[src/crc_pkg.sv]
/* Constants shared by the CRC users of the link:
   register width, word width fed per enable, and the start value. */
package crc_pkg;

    // CRC-16 with polynomial x^16 + x^12 + x^5 + 1, MSB first.
    localparam int CRC_WIDTH = 16;  // one link word.

    localparam int DATA_WIDTH = 16;  // bits folded per enable.

    // no reflection and no final xor, so the register goes out as is.
    localparam logic [CRC_WIDTH-1:0] CRC_INIT = '1;  // all ones.

endpackage

[src/link_pkg.sv]
/* Frame format constants of the link, the header word union
   and the state codes of the transmit sequencer. */
package link_pkg;

    localparam int WORD_WIDTH = crc_pkg::DATA_WIDTH;  // link word.
    localparam int TYPE_WIDTH = 8;
    localparam int LEN_WIDTH  = 8;  // payload lengths 0 to 255.
    localparam int CNT_WIDTH  = 16;  // statistics counters.

    // transmit sequencer.
    localparam int                     TX_ST_WIDTH = 2;
    localparam logic [TX_ST_WIDTH-1:0] TX_IDLE     = 2'd0;
    localparam logic [TX_ST_WIDTH-1:0] TX_PAYLOAD  = 2'd1;
    localparam logic [TX_ST_WIDTH-1:0] TX_CRC      = 2'd2;

    // Header word, built through its fields and carried raw on the link.
    typedef union packed {
        struct packed {
            logic [TYPE_WIDTH-1:0] frame_type;  // upper byte.
            logic [LEN_WIDTH-1:0]  length;  // payload words.
        } fields;
        logic [WORD_WIDTH-1:0] raw;
    } hdr_word_u;

endpackage

[src/crc.sv]
/* CRC register folding one data word per enable, MSB first, one step per bit.
   Polynomials for widths 8, 16, 32 and 64; synchronous clear restarts a frame. */
`timescale 1ns/1ps

module crc #(
    parameter int                   DATA_WIDTH = 16,
    parameter int                   CRC_WIDTH  = 16,
    parameter logic [CRC_WIDTH-1:0] INIT_VAL   = '1
) (
    input  logic                  clk_i,
    input  logic                  rstn_i,
    input  logic                  clr_i,
    input  logic                  en_i,
    input  logic [DATA_WIDTH-1:0] data_i,
    output logic [ CRC_WIDTH-1:0] crc_o
);

    // 8: x^8+x^2+x+1, 16: x^16+x^12+x^5+1, 32: MPEG-2, 64: x^64+x^4+x^3+x+1
    localparam logic [63:0] POLY_SEL = (CRC_WIDTH == 8)  ? 64'h07 :
                                       (CRC_WIDTH == 16) ? 64'h1021 :
                                       (CRC_WIDTH == 32) ? 64'h04c1_1db7 :
                                                           64'h1b;
    localparam logic [CRC_WIDTH-1:0] POLY = POLY_SEL[CRC_WIDTH-1:0];

    logic [CRC_WIDTH-1:0] base;  // value the next word folds into.

    if ((CRC_WIDTH != 8) && (CRC_WIDTH != 16) &&
        (CRC_WIDTH != 32) && (CRC_WIDTH != 64)) begin : g_width_check
        $fatal(1, "crc: unsupported CRC_WIDTH %0d", CRC_WIDTH);
    end

    // one shift of the serial register.
    function automatic logic [CRC_WIDTH-1:0] crc_step(input logic [CRC_WIDTH-1:0] crc,
                                                      input logic                 bit_in);
        logic fb;
        fb = crc[CRC_WIDTH-1] ^ bit_in;  // feedback tap.
        return {crc[CRC_WIDTH-2:0], 1'b0} ^ (fb ? POLY : '0);
    endfunction

    // whole word, highest bit first.
    function automatic logic [CRC_WIDTH-1:0] crc_word(input logic [CRC_WIDTH-1:0]  crc,
                                                      input logic [DATA_WIDTH-1:0] data);
        logic [CRC_WIDTH-1:0] acc;
        acc = crc;
        for (int i = DATA_WIDTH - 1; i >= 0; i--) begin
            acc = crc_step(acc, data[i]);
        end
        return acc;
    endfunction

    assign base = clr_i ? INIT_VAL : crc_o;  // clear and fold in one edge.

    always_ff @(posedge clk_i) begin
        if (!rstn_i) begin
            crc_o <= INIT_VAL;
        end else if (en_i) begin
            crc_o <= crc_word(base, data_i);
        end else if (clr_i) begin
            crc_o <= INIT_VAL;  // restart, no data this cycle.
        end
    end

endmodule

[src/tx_framer.sv]
/* Transmit framer: sends the header word, then the payload strobes,
   then the CRC over header and payload, with sof and eof flags. */
`timescale 1ns/1ps

module tx_framer (
    input  logic                            clk_i,
    input  logic                            rstn_i,
    input  logic                            tx_start_i,
    input  logic [link_pkg::TYPE_WIDTH-1:0] tx_type_i,
    input  logic [ link_pkg::LEN_WIDTH-1:0] tx_len_i,
    input  logic                            tx_data_vld_i,
    input  logic [link_pkg::WORD_WIDTH-1:0] tx_data_i,
    output logic [link_pkg::WORD_WIDTH-1:0] link_o,
    output logic                            link_vld_o,
    output logic                            link_sof_o,
    output logic                            link_eof_o,
    output logic                            tx_busy_o
);

    import crc_pkg::*;
    import link_pkg::*;

    logic [TX_ST_WIDTH-1:0] state_q;
    logic [LEN_WIDTH-1:0]   remain_q;  // payload words still due.
    hdr_word_u              hdr;
    logic                   start_ok;
    logic                   data_ok;
    logic [WORD_WIDTH-1:0]  crc_data;
    logic [CRC_WIDTH-1:0]   crc_val;

    always_comb begin
        hdr.fields.frame_type = tx_type_i;
        hdr.fields.length     = tx_len_i;
    end

    assign start_ok = (state_q == TX_IDLE) && tx_start_i;  // start while busy is dropped.
    assign data_ok  = (state_q == TX_PAYLOAD) && tx_data_vld_i;
    assign crc_data = start_ok ? hdr.raw : tx_data_i;

    crc #(
        .DATA_WIDTH(DATA_WIDTH),
        .CRC_WIDTH (CRC_WIDTH),
        .INIT_VAL  (CRC_INIT)
    ) u_crc (
        .clk_i (clk_i),
        .rstn_i(rstn_i),
        .clr_i (start_ok),  // new frame starts from all ones.
        .en_i  (start_ok || data_ok),
        .data_i(crc_data),
        .crc_o (crc_val)
    );

    always_ff @(posedge clk_i) begin
        if (!rstn_i) begin
            state_q    <= TX_IDLE;
            remain_q   <= '0;
            link_vld_o <= 1'b0;
            link_sof_o <= 1'b0;
            link_eof_o <= 1'b0;
            tx_busy_o  <= 1'b0;
        end else begin
            link_vld_o <= 1'b0;
            link_sof_o <= 1'b0;
            link_eof_o <= 1'b0;
            case (state_q)
                TX_IDLE: begin
                    if (tx_start_i) begin
                        link_vld_o <= 1'b1;
                        link_sof_o <= 1'b1;
                        tx_busy_o  <= 1'b1;
                        remain_q   <= tx_len_i;
                        state_q    <= (tx_len_i == '0) ? TX_CRC : TX_PAYLOAD;
                    end
                end
                TX_PAYLOAD: begin
                    if (tx_data_vld_i) begin
                        link_vld_o <= 1'b1;
                        remain_q   <= remain_q - LEN_WIDTH'(1);
                        if (remain_q == LEN_WIDTH'(1)) begin
                            state_q <= TX_CRC;  // last payload word.
                        end
                    end
                end
                TX_CRC: begin
                    link_vld_o <= 1'b1;
                    link_eof_o <= 1'b1;
                    tx_busy_o  <= 1'b0;
                    state_q    <= TX_IDLE;
                end
                default: state_q <= TX_IDLE;
            endcase
        end
    end

    // word mux: header or payload, else the finished crc.
    always_ff @(posedge clk_i) begin
        if (start_ok || data_ok) begin
            link_o <= crc_data;
        end else if (state_q == TX_CRC) begin
            link_o <= crc_val;
        end
    end

endmodule

[src/rx_checker.sv]
/* Receive checker: delimits frames by sof and length, forwards payload,
   recomputes the CRC and gives one verdict per frame. */
`timescale 1ns/1ps

module rx_checker (
    input  logic                            clk_i,
    input  logic                            rstn_i,
    input  logic [link_pkg::WORD_WIDTH-1:0] link_i,
    input  logic                            link_vld_i,
    input  logic                            link_sof_i,
    input  logic                            link_eof_i,
    output logic [link_pkg::WORD_WIDTH-1:0] rx_data_o,
    output logic                            rx_data_vld_o,
    output logic                            rx_done_o,
    output logic                            rx_crc_ok_o,
    output logic                            rx_len_err_o,
    output logic [link_pkg::TYPE_WIDTH-1:0] rx_type_o
);

    import crc_pkg::*;
    import link_pkg::*;

    logic                 in_frame_q;
    logic [LEN_WIDTH-1:0] len_q;  // length from the header.
    logic [LEN_WIDTH-1:0] cnt_q;  // payload words seen so far.
    hdr_word_u            hdr;
    logic                 hdr_ok;
    logic                 body_ok;
    logic                 crc_due;
    logic                 frame_end;
    logic [CRC_WIDTH-1:0] crc_val;

    assign hdr.raw   = link_i;
    assign hdr_ok    = link_vld_i && link_sof_i;  // also abandons a running frame.
    assign body_ok   = link_vld_i && !link_sof_i && in_frame_q;
    assign crc_due   = (cnt_q == len_q);
    assign frame_end = body_ok && (crc_due || link_eof_i);  // early eof ends it too.

    crc #(
        .DATA_WIDTH(DATA_WIDTH),
        .CRC_WIDTH (CRC_WIDTH),
        .INIT_VAL  (CRC_INIT)
    ) u_crc (
        .clk_i (clk_i),
        .rstn_i(rstn_i),
        .clr_i (hdr_ok),
        .en_i  (hdr_ok || (body_ok && !frame_end)),
        .data_i(link_i),
        .crc_o (crc_val)
    );

    always_ff @(posedge clk_i) begin
        if (!rstn_i) begin
            in_frame_q    <= 1'b0;
            cnt_q         <= '0;
            rx_data_vld_o <= 1'b0;
            rx_done_o     <= 1'b0;
        end else begin
            rx_data_vld_o <= 1'b0;
            rx_done_o     <= 1'b0;
            if (hdr_ok) begin
                in_frame_q <= !link_eof_i;
                cnt_q      <= '0;
                rx_done_o  <= link_eof_i;  // eof on the header itself.
            end else if (frame_end) begin
                in_frame_q <= 1'b0;
                rx_done_o  <= 1'b1;
            end else if (body_ok) begin
                rx_data_vld_o <= 1'b1;
                cnt_q         <= cnt_q + LEN_WIDTH'(1);
            end
        end
    end

    // payload and verdict values, qualified by the strobes above.
    always_ff @(posedge clk_i) begin
        if (hdr_ok) begin
            len_q        <= hdr.fields.length;
            rx_type_o    <= hdr.fields.frame_type;
            rx_crc_ok_o  <= 1'b0;
            rx_len_err_o <= 1'b1;
        end
        if (body_ok) begin
            rx_data_o <= link_i;
        end
        if (frame_end) begin
            rx_crc_ok_o  <= (link_i == crc_val);
            rx_len_err_o <= !(crc_due && link_eof_i);  // eof must sit on the crc word.
        end
    end

endmodule

[src/link_stats.sv]
/* Saturating counters of good and bad received frames. */
`timescale 1ns/1ps

module link_stats (
    input  logic                           clk_i,
    input  logic                           rstn_i,
    input  logic                           done_i,
    input  logic                           crc_ok_i,
    input  logic                           len_err_i,
    output logic [link_pkg::CNT_WIDTH-1:0] good_cnt_o,
    output logic [link_pkg::CNT_WIDTH-1:0] bad_cnt_o
);

    import link_pkg::*;

    logic good;

    assign good = crc_ok_i && !len_err_i;  // both checks must pass.

    always_ff @(posedge clk_i) begin
        if (!rstn_i) begin
            good_cnt_o <= '0;
            bad_cnt_o  <= '0;
        end else if (done_i) begin
            if (good) begin
                if (good_cnt_o != '1) begin
                    good_cnt_o <= good_cnt_o + CNT_WIDTH'(1);
                end
            end else if (bad_cnt_o != '1) begin
                bad_cnt_o <= bad_cnt_o + CNT_WIDTH'(1);  // held at max.
            end
        end
    end

endmodule

[src/crc_link_top.sv]
/* Top level of the CRC-16 framing link: framer on the transmit side,
   checker and frame statistics on the receive side. */
`timescale 1ns/1ps

module crc_link_top (
    input  logic                            clk_i,
    input  logic                            rstn_i,
    // transmit side.
    input  logic                            tx_start_i,
    input  logic [link_pkg::TYPE_WIDTH-1:0] tx_type_i,
    input  logic [ link_pkg::LEN_WIDTH-1:0] tx_len_i,
    input  logic                            tx_data_vld_i,
    input  logic [link_pkg::WORD_WIDTH-1:0] tx_data_i,
    output logic                            tx_busy_o,
    output logic [link_pkg::WORD_WIDTH-1:0] link_o,
    output logic                            link_vld_o,
    output logic                            link_sof_o,
    output logic                            link_eof_o,
    // receive side.
    input  logic [link_pkg::WORD_WIDTH-1:0] link_i,
    input  logic                            link_vld_i,
    input  logic                            link_sof_i,
    input  logic                            link_eof_i,
    output logic [link_pkg::WORD_WIDTH-1:0] rx_data_o,
    output logic                            rx_data_vld_o,
    output logic                            rx_done_o,
    output logic                            rx_crc_ok_o,
    output logic                            rx_len_err_o,
    output logic [link_pkg::TYPE_WIDTH-1:0] rx_type_o,
    output logic [ link_pkg::CNT_WIDTH-1:0] good_cnt_o,
    output logic [ link_pkg::CNT_WIDTH-1:0] bad_cnt_o
);

    tx_framer u_tx_framer (
        .clk_i        (clk_i),
        .rstn_i       (rstn_i),
        .tx_start_i   (tx_start_i),
        .tx_type_i    (tx_type_i),
        .tx_len_i     (tx_len_i),
        .tx_data_vld_i(tx_data_vld_i),
        .tx_data_i    (tx_data_i),
        .link_o       (link_o),
        .link_vld_o   (link_vld_o),
        .link_sof_o   (link_sof_o),
        .link_eof_o   (link_eof_o),
        .tx_busy_o    (tx_busy_o)
    );

    rx_checker u_rx_checker (
        .clk_i        (clk_i),
        .rstn_i       (rstn_i),
        .link_i       (link_i),
        .link_vld_i   (link_vld_i),
        .link_sof_i   (link_sof_i),
        .link_eof_i   (link_eof_i),
        .rx_data_o    (rx_data_o),
        .rx_data_vld_o(rx_data_vld_o),
        .rx_done_o    (rx_done_o),
        .rx_crc_ok_o  (rx_crc_ok_o),
        .rx_len_err_o (rx_len_err_o),
        .rx_type_o    (rx_type_o)
    );

    // verdict nets are shared with the receive outputs.
    link_stats u_link_stats (
        .clk_i     (clk_i),
        .rstn_i    (rstn_i),
        .done_i    (rx_done_o),
        .crc_ok_i  (rx_crc_ok_o),
        .len_err_i (rx_len_err_o),
        .good_cnt_o(good_cnt_o),
        .bad_cnt_o (bad_cnt_o)
    );

endmodule

[config.mk]
export PLATFORM = sky130hd
export DESIGN_NAME = crc_link_top
export DESIGN_NICKNAME = d
export VERILOG_FILES = /design/src/crc_pkg.sv /design/src/link_pkg.sv /design/src/crc.sv /design/src/tx_framer.sv /design/src/rx_checker.sv /design/src/link_stats.sv /design/src/crc_link_top.sv
export SDC_FILE = /design/constraint.sdc
export NUM_CORES = 1
export LEC_CHECK = 0
export BUFFER_PORTS_ARGS = -buffer_cell sky130_fd_sc_hd__clkbuf_2
export CAP_MARGIN = 15
export CORE_MARGIN = 2
export CORE_UTILIZATION = 57
export DETAILED_ROUTE_END_ITERATION = 7
export PLACE_DENSITY = 0.81
export SYNTH_ARGS = -nofsm -noshare
export SYNTH_HDL_FRONTEND = slang
export SYNTH_HIERARCHICAL = 1
export SYNTH_SLANG_ARGS = --single-unit
export TNS_END_PERCENT = 10
[constraint.sdc]
create_clock -name clk_i -period 4 [get_ports clk_i]
set_input_delay 0.4 -clock clk_i [delete_from_list [all_inputs] [get_ports clk_i]]
set_output_delay 0.4 -clock clk_i [all_outputs]
set_load 0.02 [all_outputs]
### Yosys cells after proc, flatten, opt, wreduce, memory -nomap -nowiden

Index checks and enable logic that the tools add are counted.

* register bits: 139
* bits in latches: 0
* RAM bits: 0
* ROM bits: 0
* input port bits: 55
* memories: 0

* add/sub/neg operators: 4
* $mul: 0
* div/mod/pow operators: 0
* order comparisons: 0
* equality and inequality tests: 10
* shift operators: 0
* mux-type cells: 62
* bitwise logic cells: 67
* reductions and logical operators: 32

Operators by type and width (count)
* 16-bit by 13-bit XOR with 16-bit output: 32
* 13-bit 2-to-1 mux: 32
* 16-bit 2-to-1 mux: 7
* 16-bit by 1-bit adder with 16-bit output (second input constant): 2
* 16-bit inequality test (second input constant): 2
* 1-bit XOR: 32
* 16-bit == test: 1
* 8-bit 2-to-1 mux: 2
* 8-bit one-hot mux with 2 select lines: 1
* 1-bit 2-to-1 mux: 13
* 3-bit AND reduction: 4
* 1-bit logical AND: 9
* 8-bit by 1-bit adder with 8-bit output (second input constant): 1
* 8-bit by 1-bit == test with 1-bit output (second input constant): 1
* 8-bit == test: 1
* 8-bit zero test: 1
* 2-bit 2-to-1 mux: 4
* 2-bit nonzero test: 4
* 8-bit by 1-bit subtractor with 8-bit output (second input constant): 1
* 2-bit inequality test (second input constant): 3
* 2-bit AND reduction: 3
* 1-bit zero test: 5
* 2-bit one-hot mux with 2 select lines: 1
* 1-bit logical OR: 3
* other kinds (8): 10

### Longest topological paths before layout

* depth after elaboration: 52
* gate-level depth with buffers: 11
* mapped depth without buffers: 9

### Hierarchy

Netlist, hierarchy kept.

Modules (own cells, without submodules)
* crc: times used 2, cells an instance 143, area each 1408.9 µm², sequential area each 320.3 µm²
* rx_checker: times used 1, cells an instance 131, area each 1828.0 µm², sequential area each 1241.2 µm²
* tx_framer: times used 1, cells an instance 148, area each 1760.4 µm², sequential area each 760.7 µm²
* link_stats: times used 1, cells an instance 184, area each 1595.3 µm², sequential area each 640.6 µm²

### Worst setup path before layout

OpenSTA, ideal clock, no wires.

* path type: reg2reg
* from: register u_tx_framer.state_q[0]
* to: register u_tx_framer.u_crc.crc_o[13]
* setup time: 130 ps
* arrival: 2726 ps
* data required time: 3870 ps
* path slack: 1144 ps
* stages on the path, launching flop included: 12
* buffers on the path: 2
* period minus slack after synthesis: 2856 ps
* path through: dfxtp_1 -> buf_6 -> nand2b_4 -> nor2_4 -> buf_6 -> mux2_2 -> xnor2_2 -> xor2_1 -> xnor2_2 -> xor3_1 -> nor3_1 -> o21ai_1

RTL lines
* start, declared: RTL line tx_framer.sv:23 `logic [TX_ST_WIDTH-1:0] state_q;`
* start signal, assigned: RTL line tx_framer.sv:72 `state_q <= (tx_len_i == '0) ? TX_CRC : TX_PAYLOAD;`
* 2-bit zero test *: RTL line tx_framer.sv:36 `assign start_ok = (state_q == TX_IDLE) && tx_start_i;`
* 1-bit logical AND *: RTL line tx_framer.sv:36
* net u_tx_framer.start_ok: RTL line tx_framer.sv:26 `logic start_ok;`
* 16-bit 2-to-1 mux *: RTL line tx_framer.sv:38 `assign crc_data = start_ok ? hdr.raw : tx_data_i;`
* net u_tx_framer.crc_data[13]: RTL line tx_framer.sv:28 `logic [WORD_WIDTH-1:0] crc_data;`
* 1-bit XOR *: RTL line crc.sv:36 `fb = crc[CRC_WIDTH-1] ^ bit_in;`
* 13-bit 2-to-1 mux *: RTL line crc.sv:37 `return {crc[CRC_WIDTH-2:0], 1'b0} ^ (fb ? POLY : '0);`
* 16-bit by 13-bit XOR with 16-bit output * (4 in a row): RTL line crc.sv:37
* (+2 left out)
* 16-bit by 13-bit XOR with 16-bit output * (4 in a row): RTL line crc.sv:37
* 1-bit XOR: RTL line crc.sv:36
* 13-bit 2-to-1 mux: RTL line crc.sv:37
* 16-bit by 13-bit XOR with 16-bit output * (4 in a row): RTL line crc.sv:37
* 1-bit XOR: RTL line crc.sv:36
* 13-bit 2-to-1 mux: RTL line crc.sv:37
* 16-bit by 13-bit XOR with 16-bit output * (2 in a row): RTL line crc.sv:37
* 16-bit 2-to-1 mux *: RTL line crc.sv:56 `end else if (en_i) begin`
* end signal, assigned: RTL line crc.sv:57 `crc_o <= crc_word(base, data_i);`
* end, declared: RTL line crc.sv:15 `output logic [ CRC_WIDTH-1:0] crc_o`

The timed path passes the listed nets; every way through them passes the cells marked *.
A chain may end at the register's enable or synchronous reset.

### Worst setup path after layout

* from: register u_tx_framer.state_q[0]
* to: register u_tx_framer.u_crc.crc_o[5]

RTL lines (RTL line)
* 2-bit zero test: tx_framer.sv:36
* 1-bit logical AND: tx_framer.sv:36
* 16-bit 2-to-1 mux: tx_framer.sv:38
* net u_tx_framer.crc_data[12]: tx_framer.sv:28
* 1-bit XOR: crc.sv:36
* 13-bit 2-to-1 mux: crc.sv:37
* 16-bit by 13-bit XOR with 16-bit output (4 in a row): crc.sv:37
* 1-bit XOR: crc.sv:36
* 13-bit 2-to-1 mux: crc.sv:37
* 16-bit by 13-bit XOR with 16-bit output (4 in a row): crc.sv:37
* 1-bit XOR: crc.sv:36
* 13-bit 2-to-1 mux: crc.sv:37
* 16-bit by 13-bit XOR with 16-bit output (4 in a row): crc.sv:37
* 1-bit XOR: crc.sv:36
* 13-bit 2-to-1 mux: crc.sv:37
* 16-bit by 13-bit XOR with 16-bit output: crc.sv:37
* 16-bit 2-to-1 mux: crc.sv:56

The timed path passes the listed nets, and every way through them passes these cells.

==> Implementation_results.wiki <==
{| class="wikitable"
! Metric !! Value
|-
| Final setup violation count || 0
|-
| Placed Cells incl. Taps || 1046
|-
| Post-CTS Setup Bufs || 0
|-
| Total Routed Length || 18160 um
|-
| First-pass GRT wire length || 28880 um
|-
| Initial core utilization || 0.5809
|-
| Post-route DRC || 0
|-
| Post-Syn Area per Cell || 10.68 um2
|-
| Peak VDD IR || 499.0 uV
|-
| Worst Setup Start Kind || flip-flop
|-
| Overall power || 5.887 mW
|-
| Routability congestion estimate from global placement || 0.8176
|-
| Synth Net Count || 809
|-
| Post-synth EDFFs || 50
|-
| Cell Count, Final, Fillers Out || 1077
|-
| Depth of the CTS H-tree || 4
|-
| Mean number of vias per cell || 5.669
|-
| Total iterations of the first detailed-routing run || 5
|-
| Combinational share of power || 0.433
|-
| Type of the most critical hold path || primary input to flip-flop
|-
| Initial DRC count || 494
|-
| Portion of the post-synthesis area used by sequential elements || 0.4103
|-
| Diodes inserted || 0
|-
| Quantity of I/O buffers inserted on ports || 134
|-
| Max Root-Sink Buffers || 2
|-
| Yosys synthesis warning count || 6
|-
| Crit Path Category || flip-flop to flip-flop
|-
| Critical Path Max Stage Delay || 520 ps
|-
| Top cells by area, synth || sky130_fd_sc_hd__dfxtp_1 22%, sky130_fd_sc_hd__edfxtp_1 19%, sky130_fd_sc_hd__xnor2_1 7.4%
|-
| Area inside the core boundary || 13770 um2
|-
| Data required, critical path || 4340 ps
|-
| Most used flip-flop cell after synthesis || sky130_fd_sc_hd__dfxtp_1
|-
| Unrepaired setup endpoints after global routing || false
|-
| Overall die height || 122.5 um
|-
| Run status || finished clean
|-
| Highest clock frequency the design can meet || 313.2 MHz
|-
| Cell area after synthesis || 8001 um2
|-
| Number of hold buffers added after CTS || 0
|-
| Area fraction of the dominant cell type after synthesis || 0.2227
|-
| Die ar. || 15000 um2
|-
| Number of buffers added by the clock tree synthesis step || 17
|-
| Area leader, netlist || sky130_fd_sc_hd__dfxtp_1
|-
| Antenna violations before repair || 0
|-
| Buffer cell driving the clock tree root || sky130_fd_sc_hd__clkbuf_16
|-
| Post-layout min period || 3193 ps
|-
| Via count of the first global-routing pass || 5767
|-
| Pin count of the biggest net entering global routing || 39
|-
| Synthesized flop and latch total || 139
|-
| Cells after synthesis || 749
|-
| Static leakage || 3.791 nW
|-
| Portion of total power attributed to sequential cells || 0.313
|-
| Number of antenna-violating nets in the routed design || 0
|-
| Switch share || 0.3295
|-
| GR Util All Layers || 0.2465
|-
| Number of gates resized after cts || 0
|-
| Data arrival time of the worst path || 3530 ps
|-
| Vias after detailed routing || 6106
|-
| Worst Max-Slew Pin Slew || 986.4 ps
|-
| Cell row count || 43
|-
| Worst-Skew Late Latency || 410 ps
|-
| Cell Pwr Density || 630.2 nW/um2
|-
| Kind of end point of the critical path || flip-flop
|-
| Internal power of the cells || 3.947 mW
|-
| Clock group share of total power || 0.254
|-
| Grt total ovfl || 0
|-
| Avg WL per Cell || 16.86 um
|-
| Placed wire-length estimate || 13020 um
|-
| Total Negative Setup Slacks || 0 ps
|-
| Clock-pin transition on the worst setup and hold timing paths || 60 ps
|-
| Setup skew after layout || 5.821 ps
|-
| Library cells used by synthesis || 81
|-
| TritonCTS clock tree || done
|-
| Die width || 122.5 um
|-
| Slew headroom || 0.3417
|-
| Area added between synthesis and finish || 16.76%
|-
| TritonCTS Sinks || 139
|-
| Most frequent cell after synthesis || sky130_fd_sc_hd__dfxtp_1
|-
| Number of maximum-capacitance violations || 0
|-
| Switching power summed over all nets || 1.940 mW
|-
| Final net count || 945
|-
| Pins Over Slew Limit || 0
|-
| Ys async rst share || 0
|-
| Largest driver fanout on the critical path || 18
|-
| Fraction of layout cells with a size suffix above 1 || 0.2698
|-
| Boundary Pins || 135
|-
| Critical Path, Cell by Cell || nand2b_4 -> nor2_4 -> mux2_2 -> xnor2_1 -> xor2_2 -> xor3_1 -> and3b_1 -> nor3_1
|-
| Final hold viol count || 0
|-
| Highest-delay cell along the critical path || sky130_fd_sc_hd__xor3_1
|-
| Post-route fraction of the period consumed by the critical path || 0.7982
|-
| Most used standard cells in the synthesized netlist || 89 x sky130_fd_sc_hd__dfxtp_1, 70 x sky130_fd_sc_hd__nor2_1, 68 x sky130_fd_sc_hd__xnor2_1, 52 x sky130_fd_sc_hd__nand2_1, 50 x sky130_fd_sc_hd__edfxtp_1
|}
==> per-stage QoR <==
step	hold slack (ps)	cell area, um2	utilization	setup WS [ps]
6_report	248.6	9343	0.6783	807.2
5_1_grt	241.0	9343	0.6783	676.2
4_1_cts	235.2	9343	0.6783	843.8
3_5_place_dp	448.3	8785	0.6378	783.9
3_3_place_gp	442.1	8785	0.6378	913.8
2_1_floorplan	454.6	8001	-	1144
==> final timing paths <==
| path | startpoint | end | slack, ps | cells past startpoint |
|---|---|---|---|---|
| max | u_tx_framer/state_q[0]$_SDFFE_PN0P_ | u_tx_framer/u_crc/crc_o[5]$_SDFF_PN1_ | 810 | 8 |
| min | link_i[4] | u_rx_checker/len_q[4]$_DFFE_PP_ | 250 | 1 |
| max reg2reg | u_tx_framer/state_q[0]$_SDFFE_PN0P_ | u_tx_framer/u_crc/crc_o[5]$_SDFF_PN1_ | 810 | 8 |
| min reg2reg | u_tx_framer/tx_busy_o$_SDFFE_PN0P_ | u_tx_framer/tx_busy_o$_SDFFE_PN0P_ | 450 | 2 |
==> flip-flops by register name, indices dropped and copies added (netlist names), 2 cells and up <==
register and count:
u_rx_checker/u_crc/crc_o 16, u_rx_checker/cnt_q 8, u_link_stats/good_cnt_o 16, u_tx_framer/u_crc/crc_o 16, u_tx_framer/remain_q 8, u_rx_checker/rx_type_o 8
u_rx_checker/rx_data_o 16, u_tx_framer/state_q 2, u_tx_framer/link_o 16, u_link_stats/bad_cnt_o 16, u_rx_checker/len_q 8
==> final cells by class <==
class / count / area, um2
timing repair buffer: 141 / 723.2
tap: 180 / 225.2
sequential: 139 / 3283
multi-input combinational: 573 / 4497
inverter: 13 / 56.30
fill: 1041 / 4431
clock inverter: 13 / 128.9
clock buffer: 18 / 429.2
==> worst max-delay path: cells and delay by family, from the launching register on <==
kind,cells,cell delay [ps]
mux,1,460
flops,1,390
simple gates,4,1020
xor+xnor,3,1240
==> power groups by stage <==
stage,Combinational (mW),Sequential [mW],Clock (mW)
2_1_floorplan,2.08,1.88,0
3_3_place_gp,2.45,1.86,0
3_5_place_dp,2.50,1.87,0
4_1_cts,2.53,1.84,1.52
5_1_grt,2.73,1.87,1.57
6_report,2.55,1.84,1.50
==> cell families after synthesis <==
group / count (synthesis) / share of synthesized area
adder cells (fa/ha/maj): 5 / 0.007819
flip-flops: 139 / 0.4103
AO/OA/AOI/OAI: 105 / 0.08507
buffers and inverters: 37 / 0.02768
multiplexers: 45 / 0.06724
AND/OR/NAND/NOR: 274 / 0.1886
XOR/XNOR: 144 / 0.2133
==> cell usage in the layout (no fill, tap or decap), drive strengths merged, types with 3 or more instances in the layout <==
cell type / count
clkbuf: 152
dfxtp: 89
xnor2: 80
nor2: 77
nand2: 52
edfxtp: 50
xor2: 40
o21ai: 38
mux2: 34
nor3: 31
a21oi: 24
xnor3: 18
nand3: 17
nand4: 14
nor4: 14
or3: 11
mux2i: 11
inv: 11
nand2b: 10
clkinv: 9
o21a: 8
buf: 7
and3: 7
a31oi: 7
and4: 7
nor3b: 6
nor2b: 6
xor3: 6
ha: 5
or2: 5
clkinvlp: 4
or4: 4
o22ai: 4
o211ai: 4
and3b: 3
a211oi: 3
==> metal layers <==
metal  part of all wire  global-route usage
met5                  0                   0
met4              0.016             0.08836
met3              0.052             0.05158
met2               0.49              0.4038
met1               0.44              0.3241
Note: power is estimated with default switching activity, not from simulation.
